### config.mk
export PLATFORM = sky130hd
export DESIGN_NAME = tlb_resp_stage
export DESIGN_NICKNAME = d
export VERILOG_FILES = /design/src/logic/tlb_pkg.sv /design/src/logic/tlb_resp_stage.sv
export SDC_FILE = /design/constraint.sdc
export NUM_CORES = 1
export LEC_CHECK = 0
export ABC_AREA = 1
export ABC_CLOCK_PERIOD_IN_PS = 2100
export BUFFER_PORTS_ARGS = -buffer_cell sky130_fd_sc_hd__buf_2
export CORE_UTILIZATION = 46
export DETAILED_ROUTE_END_ITERATION = 8
export PLACE_DENSITY = 0.83
export SLEW_MARGIN = 20
export SYNTH_ARGS = -nofsm -noshare
export SYNTH_HDL_FRONTEND = slang
export SYNTH_SLANG_ARGS = --single-unit
### constraint.sdc
create_clock -name clk -period 2.1 [get_ports clk]
set_clock_uncertainty 0.15 [all_clocks]
set_input_delay 0.42 -clock clk [delete_from_list [all_inputs] [get_ports clk]]
set_output_delay 0.42 -clock clk [all_outputs]
set_load 0.01 [all_outputs]
### src/logic/tlb_pkg.sv
package tlb_pkg;

  // --------------------------------------------------
  // Geometry
  // --------------------------------------------------
  localparam int num_sets    = 64;
  localparam int set_idx_w   = 6;
  localparam int num_ways    = 2;

  // Sv39 address fields
  localparam int asid_w      = 16;
  localparam int vpn_w       = 27;
  localparam int vpn_field_w = 9;
  localparam int va_w        = 64;
  localparam int page_off_w  = 12;
  localparam int ppn_w       = 44;

  // Replacement counter width
  localparam int lru_w       = 3;

  // Permission and status bits of a page
  typedef struct packed {
    logic r;
    logic w;
    logic x;
    logic u;
    logic g;
    logic a;
    logic d;
  } tlb_perm_t;

  // --------------------------------------------------
  // Set index hash
  // --------------------------------------------------
  // Each VPN level field folds onto the index bits, bit j lands on j mod set_idx_w
  function automatic logic [set_idx_w-1:0] set_hash(
    input logic [asid_w-1:0] asid,
    input logic [vpn_w-1:0]  vpn
  );
    logic [set_idx_w-1:0] idx;
    idx = asid[set_idx_w-1:0];
    for (int f = 0; f < vpn_w / vpn_field_w; f++) begin
      for (int j = 0; j < vpn_field_w; j++) begin
        idx[j % set_idx_w] = idx[j % set_idx_w] ^ vpn[f * vpn_field_w + j];
      end
    end
    return idx;
  endfunction

endpackage

### src/logic/tlb_resp_stage.sv
`timescale 1ns/10ps

module tlb_resp_stage import tlb_pkg::*; (
  input  logic                 clk,
  input  logic                 rst_n,

  input  logic                 cmp_valid,
  input  logic [set_idx_w-1:0] cmp_set,
  input  logic [num_ways-1:0]  way_hit,
  input  logic [ppn_w-1:0]     way_ppn [num_ways],
  input  tlb_perm_t            way_perm [num_ways],

  // Hit report to the replacement counters
  output logic                 hit_valid,
  output logic [set_idx_w-1:0] hit_set,
  output logic                 hit_way,

  output logic                 resp_valid,
  output logic                 resp_hit,
  output logic [ppn_w-1:0]     resp_ppn,
  output tlb_perm_t            resp_perm
);

  logic any_hit;

  assign any_hit = |way_hit;

  // Way 0 wins when both ways match
  assign hit_way   = !way_hit[0];
  assign hit_valid = cmp_valid && any_hit;
  assign hit_set   = cmp_set;

  // --------------------------------------------------
  // Response registers
  // --------------------------------------------------
  always_ff @(posedge clk or negedge rst_n) begin
    if (!rst_n) begin
      resp_valid <= 1'b0;
      resp_hit   <= 1'b0;
    end else begin
      resp_valid <= cmp_valid;
      resp_hit   <= cmp_valid && any_hit;
    end
  end

  // Miss returns zero PPN and perms
  always_ff @(posedge clk) begin
    if (cmp_valid) begin
      if (any_hit) begin
        resp_ppn  <= way_ppn[hit_way];
        resp_perm <= way_perm[hit_way];
      end else begin
        resp_ppn  <= '0;
        resp_perm <= '0;
      end
    end
  end

endmodule

==> metrics.txt <==
# TYPE chip_impl_metric gauge
chip_impl_metric{name="drt-total-wl",unit="um"} 6310
chip_impl_metric{name="critPathRequiredTime",unit="ps"} 1530
chip_impl_info{name="clock_tree_root_buffer_cell",value="sky130_fd_sc_hd__clkbuf_8"} 1
chip_impl_metric{name="die_w",unit="um"} 78.5
chip_impl_metric{name="drive_gt1_share",unit="%"} 38.0
chip_impl_metric{name="placement.cell_area",unit="sq um"} 3440
chip_impl_metric{name="chipHeight",unit="um"} 78.5
chip_impl_metric{name="grt_first_pass_wirelength",unit="um"} 10300
chip_impl_metric{name="grt_antenna_before_repair",unit=""} 0
chip_impl_metric{name="critical_path.max_fanout",unit=""} 46
chip_impl_metric{name="setup-tns-final",unit="ps"} 0
chip_impl_metric{name="ys.warnings.count",unit=""} 0
chip_impl_metric{name="max_slew_margin_vs_limit",unit="%"} 74.1
chip_impl_metric{name="overflow",unit=""} 0
chip_impl_metric{name="drc",unit=""} 0
chip_impl_metric{name="placementRows",unit=""} 27
chip_impl_metric{name="netlist_area",unit="sq um"} 2690
chip_impl_metric{name="synth.distinct_cells",unit=""} 10
chip_impl_metric{name="start_util",unit="%"} 48.3
chip_impl_metric{name="post_drt_via_cell_ratio",unit=""} 4.60
chip_impl_metric{name="core_ar",unit="sq um"} 5570
chip_impl_metric{name="post_syn_nets",unit=""} 422
chip_impl_metric{name="clkSinkCount",unit=""} 53
chip_impl_info{name="grt_setup_unrepaired",value="false"} 1
chip_impl_metric{name="max_slew.worst_pin.slew",unit="ps"} 389
chip_impl_metric{name="gpl.final_weighted_congestion",unit=""} 0.786
chip_impl_metric{name="cp_data_arrival_time",unit="ps"} 1020
chip_impl_metric{name="drt_pass1_iterations",unit=""} 4
chip_impl_metric{name="max-cap-violations",unit=""} 0
chip_impl_metric{name="cts_buffers",unit=""} 5
chip_impl_metric{name="final_core_util",unit="%"} 63.5
chip_impl_info{name="tritoncts",value="done"} 1
chip_impl_metric{name="static_leakage",unit="uW"} 0.00196
chip_impl_metric{name="nNetsFinal",unit=""} 575
chip_impl_metric{name="cpPeakStageDelay",unit="ps"} 260
chip_impl_metric{name="finalPower",unit="uW"} 2290
chip_impl_metric{name="detailed_place_hpwl",unit="um"} 4800
chip_impl_info{name="timing.critical_path.cells",value="buf_2 > inv_6 > buf_2"} 1
chip_impl_metric{name="design.die.area",unit="sq um"} 6160
chip_impl_info{name="worst_path_max_delay_cell",value="sky130_fd_sc_hd__inv_6"} 1
chip_impl_info{name="crit_start_category",value="primary input"} 1
chip_impl_metric{name="final.min_clock_period",unit="ps"} 1590
chip_impl_info{name="crit_type",value="in -> out"} 1
chip_impl_metric{name="routed-via-count",unit=""} 2461
chip_impl_metric{name="antenna_violating_nets_post_route",unit=""} 0
chip_impl_info{name="hold_class",value="in -> async"} 1
chip_impl_info{name="most-common-layout-cells",value="sky130_fd_sc_hd__buf_2, sky130_fd_sc_hd__nand2_1, sky130_fd_sc_hd__inv_1"} 1
chip_impl_metric{name="synth_sequential_area_ratio",unit="%"} 58.8
chip_impl_metric{name="count_of_pins_on_the_block_boundary",unit=""} 174
chip_impl_metric{name="cts.repair.resized",unit=""} 0
chip_impl_metric{name="post_synth_inst_count",unit=""} 309
chip_impl_info{name="status",value="completed"} 1
chip_impl_metric{name="areaGrowthSynthToFinish",unit="%"} 31.4
chip_impl_metric{name="wl_per_cell",unit="um"} 11.8
chip_impl_metric{name="power.density_cell_area",unit="nW/um^2"} 646
chip_impl_metric{name="synth-seq-cells",unit=""} 53
chip_impl_metric{name="setup_viol",unit=""} 0
chip_impl_metric{name="min_period_over_period",unit="%"} 75.9
chip_impl_metric{name="syn-mean-instance-area",unit="sq um"} 8.71
chip_impl_metric{name="clockBufferDepth",unit=""} 2
chip_impl_info{name="path_common_cell",value="sky130_fd_sc_hd__buf_2"} 1
chip_impl_metric{name="antenna-diode-count",unit=""} 0
chip_impl_metric{name="largest_voltage_drop_on_the_vdd_net",unit="mV"} 0.368
chip_impl_metric{name="layout.cell_area.non_filler",unit="sq um"} 3540
chip_impl_metric{name="grt_max_degree",unit=""} 47
chip_impl_metric{name="first_global_vias",unit=""} 2317
chip_impl_info{name="final_common_cell",value="sky130_fd_sc_hd__buf_2"} 1
chip_impl_metric{name="hold_viol_final",unit=""} 0
chip_impl_metric{name="maxSlewViolCount",unit=""} 0
chip_impl_metric{name="ctsHtreeMaxLevel",unit=""} 2
chip_impl_metric{name="path_clk_slew",unit="ps"} 90
chip_impl_metric{name="all_layer_global_routing_usage",unit="%"} 21.6
chip_impl_metric{name="fill_count",unit=""} 491
chip_impl_metric{name="maxClockFrequency",unit="GHz"} 0.628
chip_impl_info{name="timing.critical_path.to_type",value="output pin"} 1
chip_impl_metric{name="drt_iter0_markers",unit=""} 185
chip_impl_metric{name="numPortBuffers",unit=""} 161
[where the power goes]
group	leakage, uW	switching (uW)	internal [uW]
registers	0.000522	22.3	1270
clock network	0.0000450	311	232
logic	0.00139	252	196
total	0.00196	585	1700
[registers in the layout (all words and copies together) (netlist names)]
signal / flops
resp_valid: 1
resp_hit: 1
resp_ppn: 44
resp_perm: 7
[kinds of logic after synthesis]
kind of cell    after synthesis  synth area share [%]
buf+inv                      76                  14.8
simple gates                154                  21.5
compound gates               26                  4.93
flops                        53                  58.8
[worst paths after layout]
kind	from	slack, ps	depth (start not counted)	to
min	rst_n	270	2	resp_valid
max	way_hit[0]	510	3	hit_way
max in group asynchronous	rst_n	1440	2	resp_hit
min in group clk	cmp_valid	270	2	resp_hit
[area by class of cell]
| cell class | instances | area (sq um) | share of cell area [%] |
|---|---|---|---|
| timing repair buffer | 169 | 868 | 24.5 |
| tap | 72 | 90.1 | 2.55 |
| clock buffer | 6 | 72.6 | 2.05 |
| sequential | 53 | 1580 | 44.7 |
| clock inverter | 2 | 10.0 | 0.283 |
| multi-input combinational | 180 | 711 | 20.1 |
| inverter | 53 | 204 | 5.77 |
[worst max-delay path: cells and delay by family]
family | cells | cell delay, ps
buffers and inverters | 3 | 600
[metrics by stage]
step                      setup WS [ps]  hold WS, ps  instances
after floorplan                     621        -25.6        309
after global placement              509         56.1        526
after detailed placement            501         55.3        526
after CTS                           499          254        535
after global routing                448          254        535
final                               507          265        535
[cell usage after synthesis]
master	n	area, sq um
sky130_fd_sc_hd__a21oi_1	25	125
sky130_fd_sc_hd__buf_4	17	128
sky130_fd_sc_hd__buf_6	6	67.6
sky130_fd_sc_hd__dfrtp_1	2	50.1
sky130_fd_sc_hd__edfxtp_1	51	1530
sky130_fd_sc_hd__inv_1	52	195
sky130_fd_sc_hd__inv_6	1	8.76
sky130_fd_sc_hd__nand2_1	104	390
sky130_fd_sc_hd__nor2_1	50	188
sky130_fd_sc_hd__o21a_1	1	7.51
[timing repair]
item	CTS	global route
buffers inserted	0	0
endpoints found under the hold margin	2	0
hold buffers	1	0
[per-layer routing]
metal  share of wire [%]  global-route usage [%]  vias up
li1                    -                       -     1235
met1                  39                    25.6     1076
met2                  50                    38.6      132
met3                 8.6                    4.07       18
met4                 2.3                    8.33        0
met5                   0                       0        -
(Power assumes the default switching activity.)
