**src/logic/tlb_pkg.sv**
```systemverilog
package tlb_pkg;

  // --------------------------------------------------
  // Geometry
  // --------------------------------------------------
  localparam int num_sets    = 64;
  localparam int set_idx_w   = 6;
  localparam int num_ways    = 2;

  // Sv39 address fields
  localparam int asid_w      = 16;
  localparam int vpn_w       = 27;
  localparam int vpn_field_w = 9;
  localparam int va_w        = 64;
  localparam int page_off_w  = 12;
  localparam int ppn_w       = 44;

  // Replacement counter width
  localparam int lru_w       = 3;

  // Permission and status bits of a page
  typedef struct packed {
    logic r;
    logic w;
    logic x;
    logic u;
    logic g;
    logic a;
    logic d;
  } tlb_perm_t;

  // --------------------------------------------------
  // Set index hash
  // --------------------------------------------------
  // Each VPN level field folds onto the index bits, bit j lands on j mod set_idx_w
  function automatic logic [set_idx_w-1:0] set_hash(
    input logic [asid_w-1:0] asid,
    input logic [vpn_w-1:0]  vpn
  );
    logic [set_idx_w-1:0] idx;
    idx = asid[set_idx_w-1:0];
    for (int f = 0; f < vpn_w / vpn_field_w; f++) begin
      for (int j = 0; j < vpn_field_w; j++) begin
        idx[j % set_idx_w] = idx[j % set_idx_w] ^ vpn[f * vpn_field_w + j];
      end
    end
    return idx;
  endfunction

endpackage

```
**src/logic/tlb_index_stage.sv**
```systemverilog
`timescale 1ns/10ps

module tlb_index_stage import tlb_pkg::*; (
  input  logic                 clk,
  input  logic                 rst_n,

  input  logic                 req_valid,
  input  logic [va_w-1:0]      req_vaddr,
  input  logic [asid_w-1:0]    req_asid,

  output logic                 lk_valid,
  output logic [set_idx_w-1:0] lk_set,
  output logic [asid_w-1:0]    lk_asid,
  output logic [vpn_w-1:0]     lk_vpn
);

  logic [vpn_w-1:0]     req_vpn;
  logic [set_idx_w-1:0] req_set;

  // VPN sits right above the page offset, bits 38..12 for Sv39
  assign req_vpn = req_vaddr[page_off_w +: vpn_w];
  assign req_set = set_hash(req_asid, req_vpn);

  always_ff @(posedge clk or negedge rst_n) begin
    if (!rst_n) begin
      lk_valid <= 1'b0;
    end else begin
      lk_valid <= req_valid;
    end
  end

  // Lookup payload
  always_ff @(posedge clk) begin
    if (req_valid) begin
      lk_set  <= req_set;
      lk_asid <= req_asid;
      lk_vpn  <= req_vpn;
    end
  end

endmodule

```
**config.mk**
```make
export PLATFORM = sky130hd
export DESIGN_NAME = tlb_index_stage
export DESIGN_NICKNAME = d
export VERILOG_FILES = /design/src/logic/tlb_pkg.sv /design/src/logic/tlb_index_stage.sv
export SDC_FILE = /design/constraint.sdc
export NUM_CORES = 1
export LEC_CHECK = 0
export BUFFER_PORTS_ARGS = -buffer_cell sky130_fd_sc_hd__buf_2
export CAP_MARGIN = 20
export CORE_UTILIZATION = 42
export DETAILED_ROUTE_END_ITERATION = 8
export GPL_ROUTABILITY_DRIVEN = 0
export GPL_TIMING_DRIVEN = 0
export PLACE_DENSITY = 0.84
export RECOVER_POWER = 100
export SYNTH_ARGS = -nofsm -noshare
export SYNTH_HDL_FRONTEND = slang
export SYNTH_SLANG_ARGS = --single-unit
```
**constraint.sdc**
```tcl
create_clock -name clk -period 0.8 [get_ports clk]
set_input_delay 0.08 -clock clk [delete_from_list [all_inputs] [get_ports clk]]
set_output_delay 0.08 -clock clk [all_outputs]
set_load 0.02 [all_outputs]
```
==> run summary, run 1 <==
Crit Path Max Fanout = 1
final routed wirelength across all metal layers = 3790 µm
Inst Count DP = 216
clock tree from TritonCTS = yes
list of cells traversed by the critical path = buf_6
proportion of synthesized chip area in sequential cells = 84.9%
Yosys top cell by area = edfxtp_1
PD cells = 1960 nW/µm²
Critical path origin = lk_asid[0]
floorplan die height = 66.8 µm
buffers plus inverters on the worst setup path = 1
clock-pin slew on the worst setup and hold paths = 0.08 ns
1st-iter DRT viols = 42
cell types with the largest area share after synthesis = edfxtp_1, xnor3_1, xnor2_1, xor2_1, dfrtp_1
type of the most critical hold path = in -> async
Synth Warn # = 0
CTS H-Tree Depth = 2
Port-buffer cells = 95
crit path setup slack, layout = -0.157 ns
total routing resource utilization after global routing = 16.6%
max frequency = 1.05 GHz
cell class contributing the biggest share of worst-path delay = flip-flops
share of the core filled with cells = 74.6%
arrival time reported for the critical path endpoint = 0.88 ns
final net count = 300
post-synth top area share = 83.5%
cell at the slowest stage of the critical path = edfxtp_1
most used flip-flop cell after synthesis = edfxtp_1
Netlist cell types = 5
post-synthesis register bit count = 50
gr ovfl total = 0
Mapped Avg Cell Area = 24.8 µm²
antenna violations before repair = 0
Post-synth EDFFs = 49
share of flip-flops with an asynchronous set or reset = 2.00%
period utilisation layout = 120%
Slew headroom = 55.3%
Critical Path Source Type = flop
Final Max Tran Viols = 0
DRC violations left = 0
Final setup violation count = 50
Clock Path Buffers = 2
sink count of the clock tree = 50
fraction of layout cells with a size suffix above 1 = 32.1%
fill count = 283
maximum number of pins on one net before global-route repair = 51
kind of end point of the critical path = primary output
most common cell in the synthesized netlist = edfxtp_1
DRT antenna net count = 0
max cap viols = 0
top cells by instance count after synthesis = edfxtp_1, xnor2_1, xnor3_1
VDD IR max = 0.00152 V
power consumption = 5.90 mW
Crit path largest cell delay = 0.43 ns
Final Critical Period = 0.957 ns
clock tree root driver cell = clkbuf_8
average wire per cell in the routed design = 14.1 µm
final hold viol count = 0
Total Die Area = 4460 µm²
clock buffers created by TritonCTS = 5
total vias in the final route = 1,204
antenna cells = 0
first-pass iteration count of the detailed router = 3
Net Count, Synth = 154
I/O pins = 133
layout overhead on the synthesized area = 70.5%
Setup CP Type = reg -> out
status = complete, but fails checks
setup repair after global routing missed its margin = yes
Starting Density = 43.8%
site row count = 23
number of global-route vias before repair = 1,209
violations in the final reports = setup timing
reported leakage power = 1.21 nW
total stage count of the critical path = 1
number of buffers inserted by post-CTS setup repair = 0
routed via count divided by cell count = 4.49
data required time of the critical path = 0.72 ns
number of instances in the synthesized netlist = 71
total core area = 4030 µm²
non-filler instance count after layout = 268
measured slew at the worst slew-check pin = 0.671 ns
combined area of all synthesized cells = 1760 µm²
die span in x = 66.8 µm
first-pass GRT wire length = 5220 µm
[through the flow]
step | worst slack [ns] | area, µm² | setup TNS [ns] | hold slack [ns]
floorplan | -0.0814 | 1760 | -0.244 | -0.216
finish | -0.157 | 3010 | -5.19 | 0.0913
detailed placement | -0.512 | 2300 | -26.00 | -0.144
global route | -0.177 | 3010 | -6.90 | 0.0901
global placement | -0.478 | 2300 | -24.30 | -0.146
CTS | -0.145 | 2870 | -5.77 | 0.0742
[final cells by class]
| class | instances | area [µm²] | area share, % |
|---|---|---|---|
| clock buffers | 8 | 80.1 | 2.66 |
| multi-input cells | 21 | 267 | 8.87 |
| flip-flops and latches | 50 | 1500 | 49.8 |
| well taps | 50 | 62.6 | 2.08 |
| repair buffers | 139 | 1100 | 36.6 |
[layout by cell type (no fill, tap or decap)]
| cell type | n |
|---|---|
| clkbuf_8 | 5 |
| buf_6 | 35 |
| clkbuf_4 | 1 |
| dlygate4sd3_1 | 44 |
| buf_2 | 29 |
| xor2_1 | 3 |
| clkbuf_1 | 33 |
| edfxtp_1 | 49 |
| xnor2_1 | 12 |
| xnor3_1 | 6 |
| dfrtp_1 | 1 |
[power by group]
part / switching (mW) / total, mW / leakage, nW / internal, mW
clock network: 0.740 / 1.36 / 0.0395 / 0.622
registers: 0.0929 / 3.26 / 0.491 / 3.16
logic: 0.585 / 1.28 / 0.681 / 0.693
[flip-flops by register name, summed over array words and instances (netlist names)]
signal    flops
lk_asid      16
lk_set        6
lk_valid      1
lk_vpn       27
[routing by layer]
metal | share of wire, % | track usage, % | vias to the layer above
li1 | - | - | 563
met4 | 1.2 | 3.99 | 0
met5 | 0 | 0 | -
met2 | 53 | 29.9 | 61
met1 | 35 | 16.7 | 575
met3 | 10 | 8.56 | 5
[path summary, 6_finish.rpt]
path / endpoint
worst max-delay path: lk_asid[0]
worst min-delay path: lk_valid
max in group asynchronous: lk_valid
min in group clk: lk_set[3]
[logic make-up (layout without fill, tap and decap cells)]
| family | count (synthesis) | in the layout | share of synthesized area (%) |
|---|---|---|---|
| DFF | 50 | 50 | 84.9 |
| xor gates and xnor gates | 21 | 21 | 15.1 |
| buffers and inverters | 0 | 147 | 0 |
[repair_timing]
| action | 4_1_cts | 5_1_grt |
|---|---|---|
| hold endpoints to repair | 44 | 0 |
| gates cloned | 0 | 0 |
| setup endpoints to repair | 100 | 50 |
| gates resized for setup | 17 | 54 |
| hold buffers | 44 | 0 |
Note: power is estimated with default switching activity, not from simulation.
==> inputs of run 2 (changes only) <==
ABC_AREA = 1   (was default)
ABC_CLOCK_PERIOD_IN_PS = 800   (was default)
CORE_UTILIZATION = 44   (was 42)
==> run 2 against run 1 <==
The run still ends with setup timing left. First-iteration DRC count increased by 64%. Count of clock-buffer cells in the layout decreased by 3. Sequential share of layout area decreased by 4.1 points. Highest routed layer unchanged. Final cell count increased by 32%. Core utilization increased by 4.4 points. Routed wire length increased by 30%. Largest power group unchanged. Via count increased by 35%. Clock power increased by 49%. Fmax increased by 0.78%. Sequential power about the same.
==> run summary, run 2 <==
final hold viol count = 0 (unchanged)
clock-pin slew on the worst setup and hold paths = 0.08 ns (about the same)
Netlist cell types = 9 (+4)
maximum number of pins on one net before global-route repair = 51 (unchanged)
site row count = 23 (unchanged)
violations in the final reports = setup timing
fraction of the mapped netlist area in simple logic gates = 15.0% (+15 points)
VDD IR max = 0.00112 V (-26%)
commonest cells after routing, fill and taps aside = nand2_1, edfxtp_1, dlygate4sd3_1
Starting Density = 47.3% (+3.5 points)
adder-cell share of the synthesized area = 0% (unchanged)
Mapped Avg Cell Area = 12.4 µm² (-50%)
Worst Setup Slack post-DPL = -0.502 ns (+0.0102 ns)
Final Max Tran Viols = 0 (unchanged)
largest register by flop count = lk_vpn
DRC violations left = 0 (unchanged)
number of buffers inserted by post-CTS setup repair = 0 (unchanged)
grt met3 use = 5.10% (-3.5 points)
Synth Warn # = 0 (unchanged)
clock buffers created by TritonCTS = 5 (unchanged)
first-pass iteration count of the detailed router = 4 (+1)
most common cell after layout, fill and taps aside = nand2_1
final net count = 387 (+29%)
first-pass GRT wire length = 6420 µm (+23%)
floorplan die height = 68.7 µm (+2.9%)
number of global-route vias before repair = 1,484 (+23%)
reported leakage power = 1.47 nW (+21%)
proportion of synthesized chip area in sequential cells = 76.4% (-8.5 points)
highest-utilization routing layer at the global route stage = met2
list of cells traversed by the critical path = buf_6
Slew headroom = 54.7% (-0.60 points)
most used flip-flop cell after synthesis = edfxtp_1
Critical Path Source Type = flop
post-synth top area share = 75.1% (-8.3 points)
cell at the slowest stage of the critical path = edfxtp_1
Post-synth EDFFs = 49 (unchanged)
Total Die Area = 4720 µm² (+5.8%)
antenna violations before repair = 0 (unchanged)
PD cells = 2010 nW/µm² (+2.3%)
Final Critical Period = 0.949 ns (-0.00736 ns)
HPWL after DPL = 2820 µm
met2 GRT Util = 36.4% (+6.5 points)
post-synthesis register bit count = 50 (unchanged)
Final setup violation count = 50 (unchanged)
Port-buffer cells = 95 (unchanged)
largest family of logic cells by synthesized area = simple AND/OR/NAND/NOR gates
average wire per cell in the routed design = 13.9 µm (-1.8%)
kind of end point of the critical path = primary output
max cap viols = 0 (unchanged)
total routing resource utilization after global routing = 19.4% (+2.8 points)
clock tree root driver cell = clkbuf_8
setup repair after global routing missed its margin = yes
Crit Path Max Fanout = 1 (unchanged)
DRT antenna net count = 0 (unchanged)
routed via count divided by cell count = 4.59 (+2.2%)
data required time of the critical path = 0.72 ns (about the same)
Crit path largest cell delay = 0.42 ns (about the same)
layout overhead on the synthesized area = 67.1%
top cells by instance count after synthesis = nand2_1, edfxtp_1, inv_1
CTS H-Tree Depth = 2 (unchanged)
cell class contributing the biggest share of worst-path delay = flip-flops
crit path setup slack, layout = -0.149 ns (+0.00736 ns)
Net Count, Synth = 241 (+56%)
I/O pins = 133 (unchanged)
status = complete, but fails checks
total core area = 4140 µm² (+2.9%)
arrival time reported for the critical path endpoint = 0.87 ns (about the same)
post-synthesis compound-gate area fraction = 0% (unchanged)
1st-iter DRT viols = 69 (+64%)
cell types with the largest area share after synthesis = edfxtp_1, nand2_1, inv_1, xnor2_1, xor2_1
max frequency = 1.05 GHz (+0.78%)
max reg flops = 27 (unchanged)
share of flip-flops with an asynchronous set or reset = 2.00% (unchanged)
Yosys top cell by area = edfxtp_1
registers with the most flip-flops = lk_vpn: 27 flops, lk_asid: 16 flops, lk_set: 6 flops
combined area of all synthesized cells = 1960 µm² (+11%)
number of instances in the synthesized netlist = 158 (+120%)
Clock Path Buffers = 2 (unchanged)
type of the most critical hold path = in -> async
gr ovfl total = 0 (unchanged)
share of the core filled with cells = 79.0% (+4.4 points)
die span in x = 68.7 µm (+2.9%)
measured slew at the worst slew-check pin = 0.680 ns (+0.00894 ns)
multiplexer share of the synthesized area = 0% (unchanged)
total vias in the final route = 1,630 (+35%)
period utilisation layout = 119% (-0.92 points)
clock tree from TritonCTS = yes
Setup CP Type = reg -> out
antenna cells = 0 (unchanged)
buffers plus inverters on the worst setup path = 1 (unchanged)
sink count of the clock tree = 50 (unchanged)
fraction of layout cells with a size suffix above 1 = 23.0% (-9.2 points)
most common cell in the synthesized netlist = nand2_1
final routed wirelength across all metal layers = 4930 µm (+30%)
global-route met1 utilization = 20.3% (+3.6 points)
XOR/XNOR Fraction of Synth Area = 4.03% (-11 points)
-- run 2: cell count changes in the layout (fill, tap and decap cells not counted) --
cell       change
nor2_1         +6
nand3_1        +3
bufinv_16      +2
xnor3_1        -6
nand2_1       +63
buf_6          +4
nand2_2        +3
clkbuf_1       +2
clkinv_1       +1
xnor2_1        -6
inv_1         +24
buf_2          -9
-- run 2: where the power goes --
| part | switching (mW) | leakage [nW] | internal [mW] |
|---|---|---|---|
| Combinational | 0.666 | 0.909 | 0.631 |
| Sequential | 0.0977 | 0.491 | 3.14 |
| Clock | 0.797 | 0.0658 | 1.24 |
| Total | 1.56 | 1.47 | 5.01 |
-- run 2: routing by layer --
layer | share of wire [%] | up-vias | wire length [µm]
met4 | 2.1 | 0 | 102
li1 | - | 795 | -
met5 | 0 | - | 0
met1 | 34 | 757 | 1690
met2 | 58 | 69 | 2860
met3 | 5.6 | 9 | 275
-- run 2: final timing paths --
kind	from	to	slack, ns	cells after the start
min in group clk	req_vaddr[25]	lk_set[4]	0.21	3
hold / removal	rst_n	lk_valid	0.11	2
setup / recovery	lk_asid[4]	lk_asid[4]	-0.15	1
max in group asynchronous	rst_n	lk_valid	0.57	2
-- run 2: area by class of cell --
type | instances | area, µm²
Tap cell | 50 | 62.6
Clock inverter | 3 | 63.8
Clock buffer | 5 | 68.8
Multi-Input combinational cell | 84 | 372
Timing Repair Buffer | 139 | 1120
Inverter | 24 | 90.1
Fill cell | 277 | 872
Sequential cell | 50 | 1500
-- run 2: cells by family (layout without fill, tap and decap cells) --
group	count (synthesis)	in the layout
simple gates	75	75
flops	50	50
buf+inv	24	171
xor+xnor	9	9
-- run 2: through the flow --
stage | hold slack [ns] | std cells | instance area (µm²) | TNS (ns) | total power, mW
6_report | 0.111 | 355 | 3270 | -5.75 | 6.57
5_1_grt | 0.107 | 355 | 3270 | -7.53 | 6.84
4_1_cts | 0.0706 | 355 | 3120 | -6.07 | 6.41
3_5_place_dp | -0.138 | 303 | 2500 | -25.03 | 4.19
3_3_place_gp | -0.144 | 303 | 2500 | -23.08 | 4.15
2_1_floorplan | -0.216 | 158 | 1960 | 0 | 3.76
-- run 2: what timing repair did --
| item | CTS | global route |
|---|---|---|
| endpoints found under the setup margin | 100 | 50 |
| hold buffers | 44 | 0 |
| endpoints found under the hold margin | 44 | 0 |
| resized for setup | 15 | 64 |
| pin swaps | 0 | 0 |
